==> src/design/viterbi_code_pkg.sv <==
`default_nettype none

package viterbi_code_pkg;

    //////////////////////////////////////////////////
    // Rate 1/2, K=3 convolutional code (7,5 octal)
    //////////////////////////////////////////////////

    localparam int CONSTRAINT_LEN = 3;                  // K
    localparam int STATE_W        = CONSTRAINT_LEN - 1; // Encoder memory in bits
    localparam int NUM_STATES     = 1 << STATE_W;       // Trellis states

    // Generator taps, MSB taps the incoming bit
    localparam logic [CONSTRAINT_LEN-1:0] GEN_0 = 3'b111; // Octal 7
    localparam logic [CONSTRAINT_LEN-1:0] GEN_1 = 3'b101; // Octal 5

    typedef logic [STATE_W-1:0] state_t;  // {newest bit, older bit}
    typedef logic [1:0]         symbol_t; // {GEN_0 parity, GEN_1 parity}

    //////////////////////////////////////////////////
    // Encoder trellis
    //////////////////////////////////////////////////

    // Code symbol emitted when bit u enters the encoder in state s
    function automatic symbol_t code_symbol(state_t s, logic u);
        logic [CONSTRAINT_LEN-1:0] shreg;
        shreg = {u, s};                                  // Newest bit on top
        return {^(shreg & GEN_0), ^(shreg & GEN_1)};
    endfunction

    // Predecessor of state s, d picks the bit that fell out of the register
    function automatic state_t prev_state(state_t s, logic d);
        return {s[STATE_W-2:0], d};                      // Old lower bit moves up
    endfunction

endpackage

`default_nettype wire

==> src/design/viterbi_dec_pkg.sv <==
`default_nettype none

package viterbi_dec_pkg;

    //////////////////////////////////////////////////
    // Decoder architecture
    //////////////////////////////////////////////////

    localparam int METRIC_W    = 6;  // Path metric width, normalized every symbol
    localparam int BM_W        = 2;  // Hamming distance 0..2
    localparam int TB_DEPTH    = 15; // Survivor ring depth in symbols
    localparam int PTR_W       = 4;  // Ring pointer, also holds TB_DEPTH itself
    localparam int INIT_METRIC = 16; // Start penalty for all states but 0

    // Distance of the received symbol to each code symbol value
    typedef struct packed {
        logic [BM_W-1:0] bm_11;
        logic [BM_W-1:0] bm_10;
        logic [BM_W-1:0] bm_01;
        logic [BM_W-1:0] bm_00;
    } branch_metrics_t;

    // One bit per state, the lower bit of the surviving predecessor
    typedef struct packed {
        logic dec_s3;
        logic dec_s2;
        logic dec_s1;
        logic dec_s0;
    } decision_t;

    // Accumulated metric per state
    typedef struct packed {
        logic [METRIC_W-1:0] pm_s3;
        logic [METRIC_W-1:0] pm_s2;
        logic [METRIC_W-1:0] pm_s1;
        logic [METRIC_W-1:0] pm_s0;
    } path_metrics_t;

endpackage

`default_nettype wire

==> src/design/branch_metric_unit.sv <==
`timescale 1ns/1ps
`default_nettype none

module branch_metric_unit (
    input  wire viterbi_code_pkg::symbol_t    sym, // Received hard-decision symbol
    output viterbi_dec_pkg::branch_metrics_t  bm   // Distance to every code symbol
);

    //////////////////////////////////////////////////
    // Hamming distance
    //////////////////////////////////////////////////

    // Popcount of the differing bits
    function automatic logic [viterbi_dec_pkg::BM_W-1:0] hamming(
        viterbi_code_pkg::symbol_t rx,
        viterbi_code_pkg::symbol_t code
    );
        viterbi_code_pkg::symbol_t diff;
        diff = rx ^ code;
        return {1'b0, diff[1]} + {1'b0, diff[0]};
    endfunction

    // One field per code symbol value
    always_comb begin
        bm.bm_00 = hamming(sym, 2'b00);
        bm.bm_01 = hamming(sym, 2'b01);
        bm.bm_10 = hamming(sym, 2'b10);
        bm.bm_11 = hamming(sym, 2'b11); // Two minus bm_00
    end

endmodule

`default_nettype wire

==> src/design/acs_unit.sv <==
`timescale 1ns/1ps
`default_nettype none

module acs_unit (
    input  wire                                   clk,
    input  wire                                   rst_n,
    input  wire viterbi_dec_pkg::branch_metrics_t bm,         // From branch metric unit
    output viterbi_dec_pkg::decision_t            decisions,  // Survivor choice per state
    output viterbi_code_pkg::state_t              best_state  // Lowest registered metric
);

    viterbi_dec_pkg::path_metrics_t pm_q; // Metrics after the previous symbol

    // Indexable views of the structs
    logic [viterbi_code_pkg::NUM_STATES-1:0][viterbi_dec_pkg::METRIC_W-1:0] pm_old;
    logic [viterbi_code_pkg::NUM_STATES-1:0][viterbi_dec_pkg::METRIC_W-1:0] pm_new;
    logic [viterbi_code_pkg::NUM_STATES-1:0][viterbi_dec_pkg::METRIC_W-1:0] pm_norm;
    logic [3:0][viterbi_dec_pkg::BM_W-1:0]                                  bm_arr;
    logic [viterbi_code_pkg::NUM_STATES-1:0]                                dec;
    logic [viterbi_dec_pkg::METRIC_W-1:0]                                   min_new;

    assign pm_old = pm_q;
    assign bm_arr = bm; // Entry n holds the distance to code symbol n

    //////////////////////////////////////////////////
    // Add-compare-select
    //////////////////////////////////////////////////
    always_comb begin
        viterbi_code_pkg::state_t             tgt;
        viterbi_code_pkg::state_t             p0;
        viterbi_code_pkg::state_t             p1;
        viterbi_code_pkg::symbol_t            c0;
        viterbi_code_pkg::symbol_t            c1;
        logic [viterbi_dec_pkg::METRIC_W-1:0] cand0;
        logic [viterbi_dec_pkg::METRIC_W-1:0] cand1;
        for (int t = 0; t < viterbi_code_pkg::NUM_STATES; t++) begin
            tgt = viterbi_code_pkg::state_t'(t);
            p0  = viterbi_code_pkg::prev_state(tgt, 1'b0);
            p1  = viterbi_code_pkg::prev_state(tgt, 1'b1);
            // Both branches carry the new bit, the upper bit of the target
            c0  = viterbi_code_pkg::code_symbol(p0, tgt[viterbi_code_pkg::STATE_W-1]);
            c1  = viterbi_code_pkg::code_symbol(p1, tgt[viterbi_code_pkg::STATE_W-1]);
            cand0 = pm_old[p0] + viterbi_dec_pkg::METRIC_W'(bm_arr[c0]);
            cand1 = pm_old[p1] + viterbi_dec_pkg::METRIC_W'(bm_arr[c1]);
            dec[t]    = (cand1 < cand0);           // Lower predecessor wins a tie
            pm_new[t] = dec[t] ? cand1 : cand0;
        end
    end

    // Normalize so the smallest metric becomes zero
    always_comb begin
        min_new = pm_new[0];
        for (int s = 1; s < viterbi_code_pkg::NUM_STATES; s++) begin
            if (pm_new[s] < min_new) begin
                min_new = pm_new[s];
            end
        end
        for (int s = 0; s < viterbi_code_pkg::NUM_STATES; s++) begin
            pm_norm[s] = pm_new[s] - min_new;
        end
    end

    always_ff @(posedge clk) begin
        if (!rst_n) begin
            pm_q <= '{
                pm_s3: viterbi_dec_pkg::METRIC_W'(viterbi_dec_pkg::INIT_METRIC),
                pm_s2: viterbi_dec_pkg::METRIC_W'(viterbi_dec_pkg::INIT_METRIC),
                pm_s1: viterbi_dec_pkg::METRIC_W'(viterbi_dec_pkg::INIT_METRIC),
                pm_s0: '0                                // Encoder starts in state 0
            };
        end else begin
            pm_q <= pm_norm;
        end
    end

    //////////////////////////////////////////////////
    // Best state from the registered metrics
    //////////////////////////////////////////////////
    always_comb begin
        logic [viterbi_dec_pkg::METRIC_W-1:0] best_m;
        best_m     = pm_old[0];
        best_state = '0;
        for (int s = 1; s < viterbi_code_pkg::NUM_STATES; s++) begin
            if (pm_old[s] < best_m) begin          // Strict, lowest index keeps a tie
                best_m     = pm_old[s];
                best_state = viterbi_code_pkg::state_t'(s);
            end
        end
    end

    assign decisions = dec;

endmodule

`default_nettype wire

==> src/design/survivor_mem.sv <==
`timescale 1ns/1ps
`default_nettype none

module survivor_mem (
    input  wire                                      clk,
    input  wire                                      rst_n,
    input  wire [viterbi_dec_pkg::PTR_W-1:0]         wr_ptr,    // Slot of the current symbol
    input  wire viterbi_dec_pkg::decision_t          decisions, // ACS decisions, this symbol
    output viterbi_dec_pkg::decision_t [viterbi_dec_pkg::TB_DEPTH-1:0] window // Whole ring
);

    //////////////////////////////////////////////////
    // Decision ring
    //////////////////////////////////////////////////

    // Slot i holds the decisions of the last symbol k with k mod TB_DEPTH == i
    viterbi_dec_pkg::decision_t [viterbi_dec_pkg::TB_DEPTH-1:0] ring;

    always_ff @(posedge clk) begin
        if (!rst_n) begin
            ring <= '0;
        end else begin
            // Decoded write enable, one slot per cycle
            for (int i = 0; i < viterbi_dec_pkg::TB_DEPTH; i++) begin
                if (wr_ptr == viterbi_dec_pkg::PTR_W'(i)) begin
                    ring[i] <= decisions; // Oldest entry, no longer traced
                end
            end
        end
    end

    // Traceback sees the ring as it stood before the edge
    assign window = ring;

endmodule

`default_nettype wire

==> src/design/traceback_unit.sv <==
`timescale 1ns/1ps
`default_nettype none

module traceback_unit (
    input  wire                                  clk,
    input  wire                                  rst_n,
    input  wire viterbi_dec_pkg::decision_t [viterbi_dec_pkg::TB_DEPTH-1:0] window,
    input  wire [viterbi_dec_pkg::PTR_W-1:0]     wr_ptr,     // Slot of symbol k
    input  wire viterbi_code_pkg::state_t        best_state, // State after symbol k-1
    input  wire                                  tb_go,      // Window holds a full history
    output logic                                 bit_out,    // Decoded bit of symbol k-15
    output logic                                 bit_valid
);

    logic newest_is_top;                             // Pointer sits at slot 0
    logic [viterbi_dec_pkg::PTR_W-1:0] newest_slot;  // Decisions of symbol k-1
    logic tb_bit;

    assign newest_is_top = (wr_ptr == '0);
    assign newest_slot   = newest_is_top ? viterbi_dec_pkg::PTR_W'(viterbi_dec_pkg::TB_DEPTH - 1)
                                         : wr_ptr - viterbi_dec_pkg::PTR_W'(1);

    //////////////////////////////////////////////////
    // Full traceback every cycle
    //////////////////////////////////////////////////
    always_comb begin
        viterbi_code_pkg::state_t                st;
        logic [viterbi_dec_pkg::PTR_W-1:0]       slot;
        logic [viterbi_code_pkg::NUM_STATES-1:0] dec_bits;
        st   = best_state;
        slot = newest_slot;
        // Symbols k-1 down to k-14
        for (int i = 0; i < viterbi_dec_pkg::TB_DEPTH - 1; i++) begin
            dec_bits = window[slot];
            st = viterbi_code_pkg::prev_state(st, dec_bits[st]);
            if (slot == '0) begin                    // Wrap backwards
                slot = viterbi_dec_pkg::PTR_W'(viterbi_dec_pkg::TB_DEPTH - 1);
            end else begin
                slot = slot - viterbi_dec_pkg::PTR_W'(1);
            end
        end
        tb_bit = st[viterbi_code_pkg::STATE_W-1];    // Input bit that led into st
    end

    // Output stage
    always_ff @(posedge clk) begin
        if (tb_go) begin
            bit_out <= tb_bit;
        end
    end

    always_ff @(posedge clk) begin
        if (!rst_n) begin
            bit_valid <= 1'b0;
        end else begin
            bit_valid <= tb_go;      // Level, stays high once the ring has filled
        end
    end

endmodule

`default_nettype wire

==> src/design/viterbi_ctrl.sv <==
`timescale 1ns/1ps
`default_nettype none

module viterbi_ctrl (
    input  wire                               clk,
    input  wire                               rst_n,
    output logic [viterbi_dec_pkg::PTR_W-1:0] wr_ptr, // Ring slot of the current symbol
    output logic                              tb_go   // Traceback window is complete
);

    //////////////////////////////////////////////////
    // Symbol sequencing
    //////////////////////////////////////////////////

    logic [viterbi_dec_pkg::PTR_W-1:0] fill_cnt; // Symbols seen since reset, saturates
    logic                              ptr_wrap;

    assign ptr_wrap = (wr_ptr == viterbi_dec_pkg::PTR_W'(viterbi_dec_pkg::TB_DEPTH - 1));

    always_ff @(posedge clk) begin
        if (!rst_n) begin
            wr_ptr   <= '0;
            fill_cnt <= '0;
        end else begin
            // One symbol per clock, no stalls
            if (ptr_wrap) begin
                wr_ptr <= '0;
            end else begin
                wr_ptr <= wr_ptr + viterbi_dec_pkg::PTR_W'(1);
            end
            if (!tb_go) begin
                fill_cnt <= fill_cnt + viterbi_dec_pkg::PTR_W'(1); // Stops at TB_DEPTH
            end
        end
    end

    // High in cycle k for every k >= TB_DEPTH
    assign tb_go = (fill_cnt == viterbi_dec_pkg::PTR_W'(viterbi_dec_pkg::TB_DEPTH));

endmodule

`default_nettype wire

==> src/design/viterbi_decoder.sv <==
`timescale 1ns/1ps
`default_nettype none

module viterbi_decoder (
    input  wire                            clk,
    input  wire                            rst_n,
    input  wire viterbi_code_pkg::symbol_t sym,       // One received symbol per clock
    output logic                           bit_out,   // Decoded bit, 16 cycles behind sym
    output logic                           bit_valid
);

    //////////////////////////////////////////////////
    // Interconnect
    //////////////////////////////////////////////////

    logic [viterbi_dec_pkg::PTR_W-1:0]                          wr_ptr;
    logic                                                       tb_go;
    viterbi_dec_pkg::branch_metrics_t                           bm;
    viterbi_dec_pkg::decision_t                                 decisions;
    viterbi_code_pkg::state_t                                   best_state;
    viterbi_dec_pkg::decision_t [viterbi_dec_pkg::TB_DEPTH-1:0] window;

    // Control
    viterbi_ctrl u_viterbi_ctrl (
        .clk    (clk),
        .rst_n  (rst_n),
        .wr_ptr (wr_ptr),
        .tb_go  (tb_go)
    );

    // Datapath
    branch_metric_unit u_branch_metric_unit (
        .sym (sym),
        .bm  (bm)
    );

    acs_unit u_acs_unit (
        .clk        (clk),
        .rst_n      (rst_n),
        .bm         (bm),
        .decisions  (decisions),
        .best_state (best_state)
    );

    survivor_mem u_survivor_mem (
        .clk       (clk),
        .rst_n     (rst_n),
        .wr_ptr    (wr_ptr),
        .decisions (decisions),
        .window    (window)
    );

    traceback_unit u_traceback_unit (
        .clk        (clk),
        .rst_n      (rst_n),
        .window     (window),
        .wr_ptr     (wr_ptr),
        .best_state (best_state),
        .tb_go      (tb_go),
        .bit_out    (bit_out),
        .bit_valid  (bit_valid)
    );

endmodule

`default_nettype wire

==> config.mk <==
export PLATFORM = sky130hd
export DESIGN_NAME = viterbi_decoder
export DESIGN_NICKNAME = d
export VERILOG_FILES = /design/src/design/viterbi_code_pkg.sv /design/src/design/viterbi_dec_pkg.sv /design/src/design/branch_metric_unit.sv /design/src/design/acs_unit.sv /design/src/design/survivor_mem.sv /design/src/design/traceback_unit.sv /design/src/design/viterbi_ctrl.sv /design/src/design/viterbi_decoder.sv
export SDC_FILE = /design/constraint.sdc
export NUM_CORES = 1
export LEC_CHECK = 0
export BUFFER_PORTS_ARGS = -buffer_cell sky130_fd_sc_hd__buf_2
export CORE_MARGIN = 5
export CORE_UTILIZATION = 55
export CTS_BUF_LIST = sky130_fd_sc_hd__clkbuf_2 sky130_fd_sc_hd__clkbuf_4 sky130_fd_sc_hd__clkbuf_8
export DETAILED_ROUTE_END_ITERATION = 7
export HOLD_SLACK_MARGIN = 0.15
export PLACE_DENSITY = 0.8
export SLEW_MARGIN = 20
export SYNTH_ARGS = -nofsm -noshare
export SYNTH_HDL_FRONTEND = slang
export SYNTH_HIERARCHICAL = 1
export SYNTH_SLANG_ARGS = --single-unit
export TNS_END_PERCENT = 50
==> constraint.sdc <==
create_clock -name clk -period 28.3 [get_ports clk]
set_input_delay 2.83 -clock clk [delete_from_list [all_inputs] [get_ports clk]]
set_output_delay 2.83 -clock clk [all_outputs]
set_load 0.02 [all_outputs]
==> flow_summary.yaml <==
floorplanning:
  initial_core_util_pct: 55.6
  rows: 65
  die-height_um: 188
  ios: 6
  core-area_sq_um: 31500
  dieArea_sq_um: 35500
  die_x_um: 188
clocking:
  clock-sinks: 94
  ctsHoldBuffers: 0
  clock_tree.root_cell: "clkbuf_8"
  cts_setup_buffers: 0
  cts_buffer_depth: 2
  numCtsBuffers: 9
  cts_resized: 0
  clk_latency_ns: 0.40
  htreeDepth: 3
  clkTransAtPathRegs_ns: 0.12
  cts_tree: "built"
timing:
  tns_ns: 0
  setup_viol: 0
  hold_violations: 0
  layout_min_cycle_time_ns: 13.87
  fmax_mhz: 72.1
  maxSlewViolCount: 0
  setup_slack_ns: 14.43
  rsz0062_at_grt: "no"
  clock_skew_ns: 0.0271
  finalCritPeriodShare_pct: 49.0
  tightest_slew_ns: 1.22
  slew_headroom_pct: 18.7
cells_and_area:
  insertedDiodeCount: 0
  nets: 2100
  fillerInstances: 2811
  design_area_sq_um: 18000
  layout-drive-gt1-share_pct: 16.2
  area_growth_pct: 2.71
  final_util_pct: 57.1
setup_path:
  worstPathMaxFanout: 37
  crit_top_cell: "ha_1"
  cp.required_ns: 28.44
  reg2reg_depth: 43
  arrival_ns: 14.01
  cp_num_buf_inv: 7
  endpoint_kind: "register"
  cpLargestDelayFamily: "compound AO/OA/AOI/OAI gates"
  slowest_stage: "ha_1"
  crit_path_start_kind: "register"
  critical_path_class: "register to register"
  r2r_slack_ns: 14.43
  critical_path_depth: 43
  cp_slowest_stage_delay_ns: 1.04
routing:
  num_vias: 18400
  drc: 39
  wl_um: 67300
  post_drt_wl_per_cell_um: 28.1
  vias_per_cell: 7.69
  ant_nets: 0
  first_pass_iters: 8
  initialDrtViolationCount: 3329
synthesis:
  synthMostInstantiatedCell: "nand2_1"
  syn_nets: 2197
  netlist_area_sq_um: 17500
  synth_cell_types: 135
  yosys-top-cells-count: "nand2_1, mux2i_1, clkbuf_1"
  yosysTopAreaCell: "mux4_2"
  synth_edf_count: 1
  yosys_warnings: 6
  synthArstFlopShare_pct: 0
  syn_inst: 2082
  synthFlopType: "dfxtp_1"
  postSynthAreaPerCell_sq_um: 8.40
  synth.top_cell.area_share_pct: 13.5
  ys_seq_area_share_pct: 10.8
  ys_ff_latch: 94
  ys_top_cells_by_area: "mux4_2, mux2i_1, dfxtp_1"
placed_design:
  dp_hpwl_um: 43800
  place_congestion: 1.01
  dpl_cell_area_sq_um: 17700
  io_buffers: 5
  dp_slack_ns: 14.87
global_route:
  grt_pass1_vias: 17100
  overflow: 0
  grt_pass1_wl_um: 100000
  antenna_found_initial: 0
  grt_max_degree: 84
  grt_usage_pct: 35.7
job:
  drv_cap: 0
worst_hold_path:
  hp-class: "register to register"
  min_path_cells: 1
status:
  outcome: "finished with violations"
  violations: "design-rule violations"
## placed cells by master (no fill, tap or decap), drive strengths merged, types with 40 or more instances in the layout
cell	n
mux4	110
a21oi	98
o21ai	86
xnor2	40
nor3	53
inv	91
nor2	110
nand2	216
ha	103
dfxtp	93
mux2i	213
o211ai	43
buf	76
nand3	82
## path summary, 6_finish.rpt
path,startpoint,to
setup reg to reg,u_viterbi_ctrl/wr_ptr[1]$_SDFF_PP0_,u_traceback_unit/bit_out$_DFFE_PP_
setup / recovery,u_viterbi_ctrl/wr_ptr[1]$_SDFF_PP0_,u_traceback_unit/bit_out$_DFFE_PP_
hold reg to reg,u_viterbi_ctrl/fill_cnt[2]$_SDFFE_PN0P_,u_viterbi_ctrl/fill_cnt[2]$_SDFFE_PN0P_
hold / removal,u_viterbi_ctrl/fill_cnt[2]$_SDFFE_PN0P_,u_viterbi_ctrl/fill_cnt[2]$_SDFFE_PN0P_
## cell families after synthesis
family | after synthesis | synth area share [%]
mux | 347 | 28.1
buf+inv | 274 | 6.78
simple gates | 665 | 19.8
compound gates | 522 | 22.3
flops | 94 | 10.8
xor+xnor | 63 | 3.41
fa+ha+maj | 117 | 8.65
## sequential cells by signal, summed over array words and instances, names as in the netlist
name / flops
u_acs_unit/pm_old: 24
u_survivor_mem/window: 60
u_traceback_unit/bit_out: 1
u_traceback_unit/bit_valid: 1
u_viterbi_ctrl/fill_cnt: 4
u_viterbi_ctrl/wr_ptr: 4
## through the flow
stage | hold slack, ns | std cells
finish | 0.524 | 2392
global route | 0.561 | 2392
CTS | 0.516 | 2390
detailed placement | 0.493 | 2374
global placement | 0.483 | 2374
floorplan | 0.447 | 2082
## metal layers
layer / GRT usage (%) / routed length (um) / vias up
met4: 23.5 / 6070 / 2
met5: 1.51 / 69 / -
met2: 53.9 / 28000 / 1665
li1: - / - / 7714
met1: 43.5 / 23300 / 8480
met3: 11.5 / 9810 / 534
## area by class of cell
type | count | area (sq um) | area share, %
well taps | 402 | 503 | 2.80
flip-flops and latches | 94 | 1890 | 10.5
clock buffers | 9 | 124 | 0.690
clock inverters | 7 | 75.1 | 0.418
inverters | 90 | 340 | 1.89
multi-input cells | 1714 | 14400 | 80.4
repair buffers | 76 | 582 | 3.24
Power is not shown: default switching activity piles up to over one toggle a cycle in this logic, so the estimate is an artifact.
